**config.mk**
```make
export PLATFORM = sky130hd
export DESIGN_NAME = pid_ctrl_top
export DESIGN_NICKNAME = d
export VERILOG_FILES = /design/src/verilog/pid_pkg.sv /design/src/verilog/pid_param_if.sv /design/src/verilog/pid_coef_bank.sv /design/src/verilog/pid_filter.sv /design/src/verilog/pid_ctrl_top.sv
export SDC_FILE = /design/constraint.sdc
export NUM_CORES = 2
export LEC_CHECK = 0
export BUFFER_PORTS_ARGS = -buffer_cell sky130_fd_sc_hd__buf_4
export CELL_PAD_IN_SITES_DETAIL_PLACEMENT = 1
export CELL_PAD_IN_SITES_GLOBAL_PLACEMENT = 1
export CORE_UTILIZATION = 50
export DETAILED_ROUTE_END_ITERATION = 8
export PLACE_DENSITY = 0.88
export SYNTH_ARGS = -nofsm -noshare
export SYNTH_HDL_FRONTEND = slang
export SYNTH_SLANG_ARGS = --single-unit
```
**constraint.sdc**
```tcl
create_clock -name clk_in -period 7.5 [get_ports clk_in]
set_clock_uncertainty 0.15 [all_clocks]
set_input_delay 1.5 -clock clk_in [delete_from_list [all_inputs] [get_ports clk_in]]
set_output_delay 1.5 -clock clk_in [all_outputs]
set_load 0.005 [all_outputs]
```
**src/verilog/pid_pkg.sv**
```systemverilog
package pid_pkg;

    // ----------------------------------------------------------
    // Host write bus widths
    // ----------------------------------------------------------
    localparam int W_WR_ADDR = 4;
    localparam int W_WR_CHAN = 8;
    localparam int W_WR_DATA = 32;

    // Configuration register map
    typedef enum logic [W_WR_ADDR-1:0] {
        PID_SETPOINT  = 4'h0,
        PID_P_COEF    = 4'h1,
        PID_I_COEF    = 4'h2,
        PID_D_COEF    = 4'h3,
        PID_INV_ERROR = 4'h4,
        // Bit 0 requests a history flush
        PID_CLR_RQST  = 4'h5
    } pid_reg_e;

    // ----------------------------------------------------------
    // Datapath width helpers
    // ----------------------------------------------------------
    // k1 = P+I+D and k2 = -P-2D need two extra bits
    function automatic int pid_kcoef_width(input int w_coef);
        return w_coef + 2;
    endfunction

    // Product width plus two bits for the three-term sum
    function automatic int pid_delta_width(input int w_din, input int w_coef);
        return (w_coef + 2) + (w_din + 1) + 2;
    endfunction

endpackage

```
**src/verilog/pid_param_if.sv**
```systemverilog
interface pid_param_if #(
    parameter int N_CHAN = 8,
    parameter int W_DIN  = 18,
    parameter int W_COEF = 16,
    localparam int W_CHAN = (N_CHAN > 1) ? $clog2(N_CHAN) : 1
);

    // Channel being fetched by the pipeline
    logic [W_CHAN-1:0]        rd_chan;

    // Configuration of rd_chan, returned without a clock
    logic signed [W_DIN-1:0]  setpoint;
    logic signed [W_COEF-1:0] p_coef;
    logic signed [W_COEF-1:0] i_coef;
    logic signed [W_COEF-1:0] d_coef;
    logic                     inv_error;

    // One-cycle clear pulses, one bit per channel
    logic [N_CHAN-1:0]        clr_mask;

    modport filter (
        output rd_chan,
        input  setpoint, p_coef, i_coef, d_coef, inv_error, clr_mask
    );

    modport bank (
        input  rd_chan,
        output setpoint, p_coef, i_coef, d_coef, inv_error, clr_mask
    );

endinterface

```
**src/verilog/pid_coef_bank.sv**
```systemverilog
module pid_coef_bank import pid_pkg::*; #(
    parameter int N_CHAN = 8,
    parameter int W_DIN  = 18,
    parameter int W_COEF = 16,
    localparam int W_CHAN = (N_CHAN > 1) ? $clog2(N_CHAN) : 1
) (
    input  logic                 clk_in,
    input  logic                 reset,
    input  logic                 wr_en,
    input  pid_reg_e             wr_addr,
    input  logic [W_WR_CHAN-1:0] wr_chan,
    input  logic [W_WR_DATA-1:0] wr_data,
    pid_param_if.bank            prm
);

    // ----------------------------------------------------------
    // Write decode
    // ----------------------------------------------------------
    logic              wr_ok;
    logic [W_CHAN-1:0] wr_idx;

    // Out of range channels dropped here
    assign wr_ok  = wr_en && (wr_chan < N_CHAN);
    assign wr_idx = W_CHAN'(wr_chan);

    // ----------------------------------------------------------
    // Per-channel configuration
    // ----------------------------------------------------------
    logic signed [W_DIN-1:0]  setpoint_mem [N_CHAN];
    logic signed [W_COEF-1:0] p_coef_mem   [N_CHAN];
    logic signed [W_COEF-1:0] i_coef_mem   [N_CHAN];
    logic signed [W_COEF-1:0] d_coef_mem   [N_CHAN];
    logic [N_CHAN-1:0]        inv_error_mem;

    always_ff @(posedge clk_in) begin
        if (reset) begin
            for (int i = 0; i < N_CHAN; i++) begin
                setpoint_mem[i] <= '0;
                p_coef_mem[i]   <= '0;
                i_coef_mem[i]   <= '0;
                d_coef_mem[i]   <= '0;
            end
            inv_error_mem <= '0;
        end else if (wr_ok) begin
            // Data truncated to field width, upper bits ignored
            case (wr_addr)
                PID_SETPOINT:  setpoint_mem[wr_idx]  <= signed'(wr_data[W_DIN-1:0]);
                PID_P_COEF:    p_coef_mem[wr_idx]    <= signed'(wr_data[W_COEF-1:0]);
                PID_I_COEF:    i_coef_mem[wr_idx]    <= signed'(wr_data[W_COEF-1:0]);
                PID_D_COEF:    d_coef_mem[wr_idx]    <= signed'(wr_data[W_COEF-1:0]);
                PID_INV_ERROR: inv_error_mem[wr_idx] <= wr_data[0];
                // Clear request and unknown addresses
                default: ;
            endcase
        end
    end

    // Combinational read port for the fetch stage
    assign prm.setpoint  = setpoint_mem[prm.rd_chan];
    assign prm.p_coef    = p_coef_mem[prm.rd_chan];
    assign prm.i_coef    = i_coef_mem[prm.rd_chan];
    assign prm.d_coef    = d_coef_mem[prm.rd_chan];
    assign prm.inv_error = inv_error_mem[prm.rd_chan];

    // ----------------------------------------------------------
    // Clear request register
    // ----------------------------------------------------------
    logic [N_CHAN-1:0] clr_set;
    logic [N_CHAN-1:0] clr_mask_q;

    always_comb begin
        clr_set = '0;
        if (wr_ok && (wr_addr == PID_CLR_RQST) && wr_data[0]) begin
            clr_set[wr_idx] = 1'b1;
        end
    end

    // One-cycle pulse per clear write
    always_ff @(posedge clk_in) begin
        if (reset) begin
            clr_mask_q <= '0;
        end else begin
            clr_mask_q <= clr_set;
        end
    end

    assign prm.clr_mask = clr_mask_q;

    // Filter relies on a single-cycle flush per request
    a_clr_single_cycle: assert property (
        @(posedge clk_in) disable iff (reset)
        (clr_mask_q & $past(clr_mask_q)) == '0
    );

endmodule

```
**src/verilog/pid_filter.sv**
```systemverilog
module pid_filter import pid_pkg::*; #(
    parameter int N_CHAN = 8,
    parameter int W_DIN  = 18,
    parameter int W_COEF = 16,
    parameter int W_DOUT = 40,
    localparam int W_CHAN = (N_CHAN > 1) ? $clog2(N_CHAN) : 1
) (
    input  logic                     clk_in,
    input  logic                     reset,
    input  logic                     dv_in,
    input  logic [W_CHAN-1:0]        chan_in,
    input  logic signed [W_DIN-1:0]  data_in,
    pid_param_if.filter              prm,
    output logic                     dv_out,
    output logic [W_CHAN-1:0]        chan_out,
    output logic signed [W_DOUT-1:0] data_out
);

    // ----------------------------------------------------------
    // Datapath widths
    // ----------------------------------------------------------
    localparam int W_ERR   = W_DIN + 1;
    localparam int W_K     = pid_kcoef_width(W_COEF);
    localparam int W_PROD  = W_K + W_ERR;
    localparam int W_DELTA = pid_delta_width(W_DIN, W_COEF);
    // One guard bit over the wider addend
    localparam int W_SUM   = ((W_DOUT > W_DELTA) ? W_DOUT : W_DELTA) + 1;

    localparam logic signed [W_DOUT-1:0] MAX_DOUT = {1'b0, {(W_DOUT-1){1'b1}}};
    localparam logic signed [W_DOUT-1:0] MIN_DOUT = {1'b1, {(W_DOUT-1){1'b0}}};

    // Per-channel history
    logic signed [W_ERR-1:0]  e1_mem  [N_CHAN];
    logic signed [W_ERR-1:0]  e2_mem  [N_CHAN];
    logic signed [W_DOUT-1:0] out_mem [N_CHAN];

    // Stage valid and channel tags
    logic              dv_p1, dv_p2, dv_p3, dv_p4, dv_p5, dv_p6;
    logic [W_CHAN-1:0] chan_p1, chan_p2, chan_p3, chan_p4, chan_p5, chan_p6;

    // Flush per stage, keyed on the channel entering it
    logic flush_p1, flush_p2, flush_p3, flush_p4, flush_p5, flush_p6;

    assign flush_p1 = reset || prm.clr_mask[chan_in];
    assign flush_p2 = reset || prm.clr_mask[chan_p1];
    assign flush_p3 = reset || prm.clr_mask[chan_p2];
    assign flush_p4 = reset || prm.clr_mask[chan_p3];
    assign flush_p5 = reset || prm.clr_mask[chan_p4];
    assign flush_p6 = reset || prm.clr_mask[chan_p5];

    // Valid bits move unless the stage is flushed
    always_ff @(posedge clk_in) begin
        dv_p1 <= flush_p1 ? 1'b0 : dv_in;
        dv_p2 <= flush_p2 ? 1'b0 : dv_p1;
        dv_p3 <= flush_p3 ? 1'b0 : dv_p2;
        dv_p4 <= flush_p4 ? 1'b0 : dv_p3;
        dv_p5 <= flush_p5 ? 1'b0 : dv_p4;
        dv_p6 <= flush_p6 ? 1'b0 : dv_p5;
    end

    always_ff @(posedge clk_in) begin
        chan_p1 <= chan_in;
        chan_p2 <= chan_p1;
        chan_p3 <= chan_p2;
        chan_p4 <= chan_p3;
        chan_p5 <= chan_p4;
        chan_p6 <= chan_p5;
    end

    // ----------------------------------------------------------
    // Stage 1 fetch configuration
    // ----------------------------------------------------------
    logic signed [W_DIN-1:0]  din_p1;
    logic signed [W_DIN-1:0]  setpoint_p1;
    logic signed [W_COEF-1:0] p_coef_p1, i_coef_p1, d_coef_p1;
    logic                     inv_p1;

    assign prm.rd_chan = chan_in;

    always_ff @(posedge clk_in) begin
        din_p1      <= data_in;
        setpoint_p1 <= prm.setpoint;
        p_coef_p1   <= prm.p_coef;
        i_coef_p1   <= prm.i_coef;
        d_coef_p1   <= prm.d_coef;
        inv_p1      <= prm.inv_error;
    end

    // ----------------------------------------------------------
    // Stage 2 error, k-coefficients, history read
    // ----------------------------------------------------------
    logic signed [W_ERR-1:0] err_raw;
    logic signed [W_ERR-1:0] err_p2, e1_p2, e2_p2;
    logic signed [W_K-1:0]   k1_p2, k2_p2, k3_p2;

    // One extra bit so the difference cannot wrap
    assign err_raw = setpoint_p1 - din_p1;

    always_ff @(posedge clk_in) begin
        // Bitwise invert gives -e-1
        err_p2 <= inv_p1 ? ~err_raw : err_raw;
        k1_p2  <= p_coef_p1 + i_coef_p1 + d_coef_p1;
        k2_p2  <= -p_coef_p1 - (d_coef_p1 <<< 1);
        k3_p2  <= d_coef_p1;
        e1_p2  <= e1_mem[chan_p1];
        e2_p2  <= e2_mem[chan_p1];
    end

    // ----------------------------------------------------------
    // Stage 3 products and error writeback
    // ----------------------------------------------------------
    logic signed [W_PROD-1:0] prod1_p3, prod2_p3, prod3_p3;

    always_ff @(posedge clk_in) begin
        prod1_p3 <= k1_p2 * err_p2;
        prod2_p3 <= k2_p2 * e1_p2;
        prod3_p3 <= k3_p2 * e2_p2;
    end

    // Zeroing wins over a writeback in the same cycle
    always_ff @(posedge clk_in) begin
        for (int i = 0; i < N_CHAN; i++) begin
            if (reset || prm.clr_mask[i]) begin
                e1_mem[i] <= '0;
                e2_mem[i] <= '0;
            end else if (dv_p2 && (chan_p2 == i)) begin
                // Shift history by one sample
                e1_mem[i] <= err_p2;
                e2_mem[i] <= e1_p2;
            end
        end
    end

    // ----------------------------------------------------------
    // Stage 4 delta sum, previous output read
    // ----------------------------------------------------------
    logic signed [W_DELTA-1:0] delta_p4;
    logic signed [W_DOUT-1:0]  out_prev_p4;

    always_ff @(posedge clk_in) begin
        delta_p4    <= prod1_p3 + prod2_p3 + prod3_p3;
        out_prev_p4 <= out_mem[chan_p3];
    end

    // ----------------------------------------------------------
    // Stage 5 accumulate and saturate
    // ----------------------------------------------------------
    logic signed [W_SUM-1:0]  sum_s5;
    logic signed [W_DOUT-1:0] sat_s5;
    logic signed [W_DOUT-1:0] dout_p5;

    always_comb begin
        sum_s5 = out_prev_p4 + delta_p4;
        // Clamp to the signed output range
        if (sum_s5 > MAX_DOUT) begin
            sat_s5 = MAX_DOUT;
        end else if (sum_s5 < MIN_DOUT) begin
            sat_s5 = MIN_DOUT;
        end else begin
            sat_s5 = sum_s5[W_DOUT-1:0];
        end
    end

    always_ff @(posedge clk_in) begin
        dout_p5 <= sat_s5;
    end

    // ----------------------------------------------------------
    // Stage 6 output writeback and result register
    // ----------------------------------------------------------
    logic signed [W_DOUT-1:0] dout_p6;

    always_ff @(posedge clk_in) begin
        for (int i = 0; i < N_CHAN; i++) begin
            if (reset || prm.clr_mask[i]) begin
                out_mem[i] <= '0;
            end else if (dv_p5 && (chan_p5 == i)) begin
                out_mem[i] <= dout_p5;
            end
        end
    end

    always_ff @(posedge clk_in) begin
        dout_p6 <= dout_p5;
    end

    assign dv_out   = dv_p6;
    assign chan_out = chan_p6;
    assign data_out = dout_p6;

    // ----------------------------------------------------------
    // Checks
    // ----------------------------------------------------------
    a_chan_out_range: assert property (
        @(posedge clk_in) disable iff (reset)
        dv_out |-> (chan_out < N_CHAN)
    );

    // No forwarding, so a channel must have left stage 5 first
    a_no_hazard: assert property (
        @(posedge clk_in) disable iff (reset)
        dv_in |-> !((dv_p1 && (chan_p1 == chan_in)) ||
                    (dv_p2 && (chan_p2 == chan_in)) ||
                    (dv_p3 && (chan_p3 == chan_in)) ||
                    (dv_p4 && (chan_p4 == chan_in)) ||
                    (dv_p5 && (chan_p5 == chan_in)))
    );

endmodule

```
**src/verilog/pid_ctrl_top.sv**
```systemverilog
module pid_ctrl_top import pid_pkg::*; #(
    parameter int N_CHAN = 8,
    parameter int W_DIN  = 18,
    parameter int W_COEF = 16,
    parameter int W_DOUT = 40,
    localparam int W_CHAN = (N_CHAN > 1) ? $clog2(N_CHAN) : 1
) (
    input  logic                     clk_in,
    input  logic                     reset,

    // Configuration writes
    input  logic                     wr_en,
    input  logic [W_WR_ADDR-1:0]     wr_addr,
    input  logic [W_WR_CHAN-1:0]     wr_chan,
    input  logic [W_WR_DATA-1:0]     wr_data,

    // Sample stream in
    input  logic                     dv_in,
    input  logic [W_CHAN-1:0]        chan_in,
    input  logic signed [W_DIN-1:0]  data_in,

    // Result stream out
    output logic                     dv_out,
    output logic [W_CHAN-1:0]        chan_out,
    output logic signed [W_DOUT-1:0] data_out
);

    // Bank to filter configuration path
    pid_param_if #(
        .N_CHAN (N_CHAN),
        .W_DIN  (W_DIN),
        .W_COEF (W_COEF)
    ) prm_if ();

    // ----------------------------------------------------------
    // Configuration bank
    // ----------------------------------------------------------
    pid_coef_bank #(
        .N_CHAN (N_CHAN),
        .W_DIN  (W_DIN),
        .W_COEF (W_COEF)
    ) u_bank (
        .clk_in  (clk_in),
        .reset   (reset),
        .wr_en   (wr_en),
        // Unknown codes fall through the bank decode
        .wr_addr (pid_reg_e'(wr_addr)),
        .wr_chan (wr_chan),
        .wr_data (wr_data),
        .prm     (prm_if.bank)
    );

    // ----------------------------------------------------------
    // PID pipeline
    // ----------------------------------------------------------
    pid_filter #(
        .N_CHAN (N_CHAN),
        .W_DIN  (W_DIN),
        .W_COEF (W_COEF),
        .W_DOUT (W_DOUT)
    ) u_filter (
        .clk_in   (clk_in),
        .reset    (reset),
        .dv_in    (dv_in),
        .chan_in  (chan_in),
        .data_in  (data_in),
        .prm      (prm_if.filter),
        .dv_out   (dv_out),
        .chan_out (chan_out),
        .data_out (data_out)
    );

endmodule

```
# --- Yosys cells after proc, flatten, opt, wreduce, memory -nomap -nowiden ---
# Memories as Yosys holds them, arrays and structs flattened. A register that Yosys moved wholly into a read port is not among the register bits.
# Cells that the tools add are included.
word_totals:
  register_bits: 360
  word_cells: 280
  ramBits: 1152
  output_inout_bits: 44
  inputBits: 69
  memories: 7
classes:
  n_mul: 3
  addsub: 8
  order_cmp: 11
  n_reduce_logical: 43
  n_eq_ne: 19
  muxes: 137
  bitwise: 26
mem_list:
  columns: ["name", "depth", "width", "rd", "rd_ports_with_merged_regs", "wr", "line_no", "source"]
  rows:
  - ["u_filter.out_mem", 8, 40, 1, 1, 8, "pid_filter.sv:35", "logic signed [W_DOUT-1:0] out_mem [N_CHAN];"]
  - ["u_filter.e1_mem", 8, 19, 1, 1, 8, "pid_filter.sv:33", "logic signed [W_ERR-1:0] e1_mem [N_CHAN];"]
  - ["u_filter.e2_mem", 8, 19, 1, 1, 8, "pid_filter.sv:34", "logic signed [W_ERR-1:0] e2_mem [N_CHAN];"]
  - ["u_bank.setpoint_mem", 8, 18, 1, 1, 8, "pid_coef_bank.sv:29", "logic signed [W_DIN-1:0] setpoint_mem [N_CHAN];"]
  - ["u_bank.d_coef_mem", 8, 16, 1, 1, 8, "pid_coef_bank.sv:32", "logic signed [W_COEF-1:0] d_coef_mem [N_CHAN];"]
  - ["u_bank.i_coef_mem", 8, 16, 1, 1, 8, "pid_coef_bank.sv:31", "logic signed [W_COEF-1:0] i_coef_mem [N_CHAN];"]
  - ["1 more memories", null, null, null, null, null, null, null]
op_table:
  columns: ["op", "count"]
  rows:
  - ["$mux W40", 9]
  - ["$mux W19", 17]
  - ["$mux W1", 94]
  - ["$mul A18 B19 Y37", 2]
  - ["$mux W16", 3]
  - ["$reduce_or A16 Y1", 3]
  - ["$add A40 B39 Y41", 1]
  - ["$gt A41 B40 Y1 const B", 1]
  - ["$lt A41 B40 Y1 const B", 1]
  - ["$add A38 B37 Y39", 1]
  - ["$add A37 B37 Y38", 1]
  - ["$mul A16 B19 Y35", 1]
  - ["$lt A3 B4 Y1 const B", 7]
  - ["$eq A3 B3 Y1 const B", 8]
  - ["$or A1 B1 Y1", 24]
  - ["$bmux W1 S3", 7]
  - ["$logic_and A1 B1 Y1", 20]
  - ["$not A19 Y19", 1]
  - ["$sub A18 B18 Y19", 1]
  - ["$add A17 B16 Y18", 1]
  - ["$mux W18", 1]
  - ["$neg A16 Y18", 1]
  - ["$reduce_or A18 Y1", 1]
  - ["$sub A18 B17 Y18", 1]
  - ["other kinds (17)", 40]

# --- Logic depth before layout (Yosys ltp) ---
depth:
  word_depth: 7
  ltp_mapped: 26
  mapped_depth_nobuf: 25

# --- By module ---
# A second synthesis with hierarchy kept.
unflattened:
  cells_unflattened: 8816
  hier_area_um2: 106086.7
modules_own_cells:
  columns: ["module", "seq_area_each_um2", "cells_each", "instances", "area_per_inst_um2"]
  rows:
  - ["pid_filter", 28467.3, 7216, 1, 82198.8]
  - ["pid_coef_bank", 16175.5, 1600, 1, 23887.9]

# --- Worst setup path before layout ---
# No wires, ideal clock.
synth_path:
  path_kind: "reg-to-reg"
  start: "register u_filter.k1_p2[5]"
  end: "register u_filter.prod1_p3[36]"
  t_arrival_ns: 6.415
  setup_slack_ns: 0.815
  required_ns: 7.230
  setup_time_ns: 0.120
  synth_period_minus_slack_ns: 6.685
  n_path_buf: 2
  path_stages_with_launch: 24
  cell_sequence: "dfxtp_1 > clkbuf_1 > clkbuf_1 > nand2_1 > fa_1 > fa_1 > fa_1 > fa_1 > inv_1 > fa_1 > inv_1 > fa_1 > inv_1 > ha_1 > a21o_1 > a221oi_1 > a2bb2oi_1 > nand3_1 > a31oi_1 > o31ai_1 > a2111oi_1 > o31ai_1 > a21oi_1 > xnor2_1"
synth_via:
  elab_chain_cells: 1
synth_lines:
  columns: ["item", "line_no", "source"]
  rows:
  - ["start: declaration", "pid_filter.sv:94", "logic signed [W_K-1:0] k1_p2, k2_p2, k3_p2;"]
  - ["start signal: assignment", "pid_filter.sv:102", "k1_p2 <= p_coef_p1 + i_coef_p1 + d_coef_p1;"]
  - ["$mul A18 B19 Y37", "pid_filter.sv:115", "prod1_p3 <= k1_p2 * err_p2;"]
  - ["end signal: assignment", "pid_filter.sv:115", null]
  - ["end: declaration", "pid_filter.sv:112", "logic signed [W_PROD-1:0] prod1_p3, prod2_p3, prod3_p3;"]
# No other way between the ends.
# A chain may end at the register's enable or synchronous reset.

# --- Worst setup path after layout ---
layout_path:
  start: "register u_filter.k2_p2[8]"
  end: "register u_filter.prod2_p3[36]"
layout_via:
  elab_chain_cells: 1
layout_lines:
  columns: ["item", "line_no", "source"]
  rows:
  - ["start: declaration", "pid_filter.sv:94", null]
  - ["start signal: assignment", "pid_filter.sv:103", "k2_p2 <= -p_coef_p1 - (d_coef_p1 <<< 1);"]
  - ["$mul A18 B19 Y37", "pid_filter.sv:116", "prod2_p3 <= k2_p2 * e1_p2;"]
  - ["end signal: assignment", "pid_filter.sv:116", null]
  - ["end: declaration", "pid_filter.sv:112", null]
# No other way between the ends.

==> impl_summary.log <==
INFO  metric hp-start = u_filter.d_coef_p1[12]$_DFF_P_
INFO  metric worstSetupStartpoint = u_filter.k2_p2[8]$_DFF_P_
INFO  metric regToRegStartpoint = u_filter.k2_p2[8]$_DFF_P_
INFO  metric min_period = 7550 ps
INFO  metric violated_checks = negative setup slack
INFO  metric io_pins = 113
INFO  metric yosysUniqueCellTypes = 80
INFO  metric grt_antenna_before_repair = 26
INFO  metric post_route_drc = 0
INFO  metric drt_first_iter_violations = 7890
INFO  metric ys_ff_latch = 1654
INFO  metric slew_viol_final = 0
INFO  metric setup_total_negative_slack = -50.7 ps
INFO  metric placeableCoreArea = 212000 um2
INFO  metric first_global_vias = 82200
INFO  metric die-height = 464 um
INFO  metric cts_buffers = 168
INFO  metric final_min_period_over_clock_period = 1.01
INFO  metric cts_root_buf = clkbuf_16
INFO  metric clk_path_buf_depth = 3
INFO  metric crit_path_frequent_cell = fa_1
INFO  metric cp_data_required_time = 8150 ps
INFO  metric drtAntennaViolNets = 0
INFO  metric setup_ws = -50.7 ps
INFO  metric io_buffers = 98
INFO  metric grt_first_pass_wirelength = 542 mm
INFO  metric worst_path_largest_cell_delay = 690 ps
INFO  metric setup-violations-final = 1
INFO  metric critPathMaxFanout = 19
INFO  metric max_freq = 0.132 GHz
INFO  metric cts.sink_count = 1654
INFO  metric route.detailed.vias_per_inst = 6.20
INFO  metric synth.cell_area = 107000 um2
INFO  metric synthesis.area_per_instance = 12.2 um2
INFO  metric routabilityCongestion = 0.891
INFO  metric synth_seq_area_share = 0.419
INFO  metric critPathKind = reg -> reg
INFO  metric synth_enable_flop_cells = 1152
INFO  metric synth_cells = 8764
INFO  metric finish.net_count = 10300
INFO  metric wire_per_inst = 30.9 um
INFO  metric h-tree-depth = 4
INFO  metric pre_cts_slack = -162 ps
INFO  metric synthDominantCellAreaShare = 0.325
INFO  metric cpMaxStageDelayCell = dfxtp_2
INFO  metric synth_nets = 10300
INFO  metric grt_max_degree = 93
INFO  metric clk_latency = 900 ps
INFO  metric timing.max_slew.rel_slack = 0.117
INFO  metric hpwl = 227 mm
INFO  metric max_cap_viol_count = 0
INFO  metric ys_warn_count = 0
INFO  metric synthTopCellsByArea = edfxtp_1 32%, fa_1 20%, and2_1 9.6%
INFO  metric starting_density = 0.503
INFO  metric finalWirelength = 364 mm
INFO  metric endpoint_kind = flop
INFO  metric report.final.hold_viol_count = 0
INFO  metric die_x = 464 um
INFO  metric synthDominantAreaCellType = edfxtp_1
INFO  metric overflow = 0
INFO  metric asyncSetResetFlopFracSynth = 0
INFO  metric routed-via-count = 73100
INFO  metric tritoncts_clock_tree = done
INFO  metric post_synth_top_flop = edfxtp_1
INFO  metric cts.clk_slew.worst_paths = 70 ps
INFO  metric syn_to_final_growth = 9.44%
INFO  metric fin_hold_ws = 252 ps
INFO  metric hold_path_class = reg -> reg
INFO  metric crit_arrival = 8200 ps
INFO  metric detailedRoute.firstPassIterationCount = 5
INFO  metric gr-usage-all-layers = 0.340
INFO  metric outcome = finished with violations
INFO  metric path_cells = and2_1, fa_1, inv_1, fa_1, fa_1, inv_1, fa_1, fa_1, inv_1, fa_1, inv_1, ha_1, a21oi_1, o32ai_1, a211oi_2, o31ai_1, buf_4, a31oi_1, o21ai_0, a21oi_1, xnor2_1
INFO  metric row_count = 169
INFO  metric actual_transition_at_the_worst_max_transition_pin = 1320 ps
INFO  metric die_area = 215000 um2
INFO  metric post_route_cells_drive_above_1_share = 0.128
INFO  metric worst_setup_path_start_kind = flop
layer usage:
| layer | vias to the layer above | routed length (um) | share of wire | global-route usage |
|---|---|---|---|---|
| met4 | 24 | 30400 | 0.083 | 0.245 |
| li1 | 28600 | - | - | - |
| met1 | 37700 | 123000 | 0.34 | 0.391 |
| met3 | 1652 | 34200 | 0.094 | 0.0719 |
| met2 | 5060 | 177000 | 0.48 | 0.563 |
| met5 | - | 156 | 0.00043 | 0 |
sequential cells by signal, summed over array words and instances (netlist names), 128 cells and up:
name                 cells
u_filter.e1_mem        152
u_bank.d_coef_mem      128
u_bank.p_coef_mem      128
u_bank.i_coef_mem      128
u_filter.out_mem       320
u_bank.setpoint_mem    144
u_filter.e2_mem        152
cells by family after synthesis:
family                   share of synthesized area
adder cells (fa/ha/maj)                      0.247
AND/OR/NAND/NOR                              0.139
multiplexers                                0.0807
XOR/XNOR                                    0.0190
AO/OA/AOI/OAI                               0.0366
flip-flops                                   0.419
buffers and inverters                       0.0593
cell usage in the layout (no fill, tap or decap), types with 24 or more instances in the layout:
master     count
and2_1      1641
inv_1       1237
edfxtp_1    1152
fa_1        1052
nand2_1      535
dfxtp_1      462
ha_1         421
mux4_2       302
buf_4        295
nor2_1       214
xnor2_1      174
clkbuf_16    170
a21oi_1      163
mux2_2       151
o21ai_0      129
a21o_1        74
xor2_1        57
clkbuf_1      56
nand3_1       46
or2_2         43
nand2b_1      39
nor3_1        34
o21bai_1      33
dfxtp_2       33
nor2b_1       24
o21a_1        24
clkinv_2      24
through the flow:
step	instances	util	cell area [um2]
2_1_floorplan	8764	-	107000
3_3_place_gp	11400	0.524	111000
3_5_place_dp	11400	0.524	111000
4_1_cts	11800	0.550	117000
5_1_grt	11800	0.550	117000
6_report	11800	0.551	117000
repair_timing:
action,CTS,global route
hold buffers,0,0
resized for setup,20,26
setup endpoints to repair,11,8
setup buffers,0,3
gates cloned,0,0
endpoints found under the hold margin,0,0
final timing paths:
| check | slack [ps] | cells past startpoint | endpoint |
|---|---|---|---|
| max | -50 | 21 | u_filter.prod2_p3[36]$_DFF_P_ |
| min | 250 | 0 | u_filter.k3_p2[12]$_DFF_P_ |
| max reg2reg | -50 | 21 | u_filter.prod2_p3[36]$_DFF_P_ |
| min reg2reg | 250 | 0 | u_filter.k3_p2[12]$_DFF_P_ |
final cells by class:
type,count,area (um2)
multi-input cells,5439,55900
inverters,1238,4650
clock inverters,68,769
fillers,21100,95200
clock buffers,249,4770
diodes,12,30.0
repair buffers,297,2240
flip-flops and latches,1654,44700
well taps,2821,3530
critical path, delay by kind of cell (launching register included):
| kind | cells | cell delay [ps] |
|---|---|---|
| and+or+nand+nor | 1 | 510 |
| xor gates and xnor gates | 1 | 170 |
| DFF | 1 | 690 |
| AOI/OAI and AO/OA | 7 | 1940 |
| buffers and inverters | 5 | 510 |
| adders and majority gates | 7 | 3510 |
cells in the mapped netlist, types with 9 or more instances:
master / count
and2_1: 1641
inv_1: 1238
edfxtp_1: 1152
fa_1: 1052
nand2_1: 535
dfxtp_1: 502
ha_1: 421
clkbuf_1: 381
mux4_2: 302
nor2_1: 214
xnor2_1: 174
a21oi_1: 164
mux2_2: 151
o21ai_0: 143
a21o_1: 74
xor2_1: 57
nand3_1: 46
nor3_1: 44
buf_1: 43
or2_2: 43
nand2b_1: 39
o21bai_1: 33
nor2b_1: 24
o21a_1: 24
and3_1: 22
a211oi_1: 19
a31oi_1: 18
nor4_1: 15
a21boi_0: 14
o31ai_1: 12
nand3b_1: 11
o21ai_2: 11
mux2i_1: 10
or3_1: 10
nor3b_1: 9
o2111ai_1: 9
Power is not shown: default switching activity piles up to over one toggle a cycle in this logic, so the estimate is an artifact.
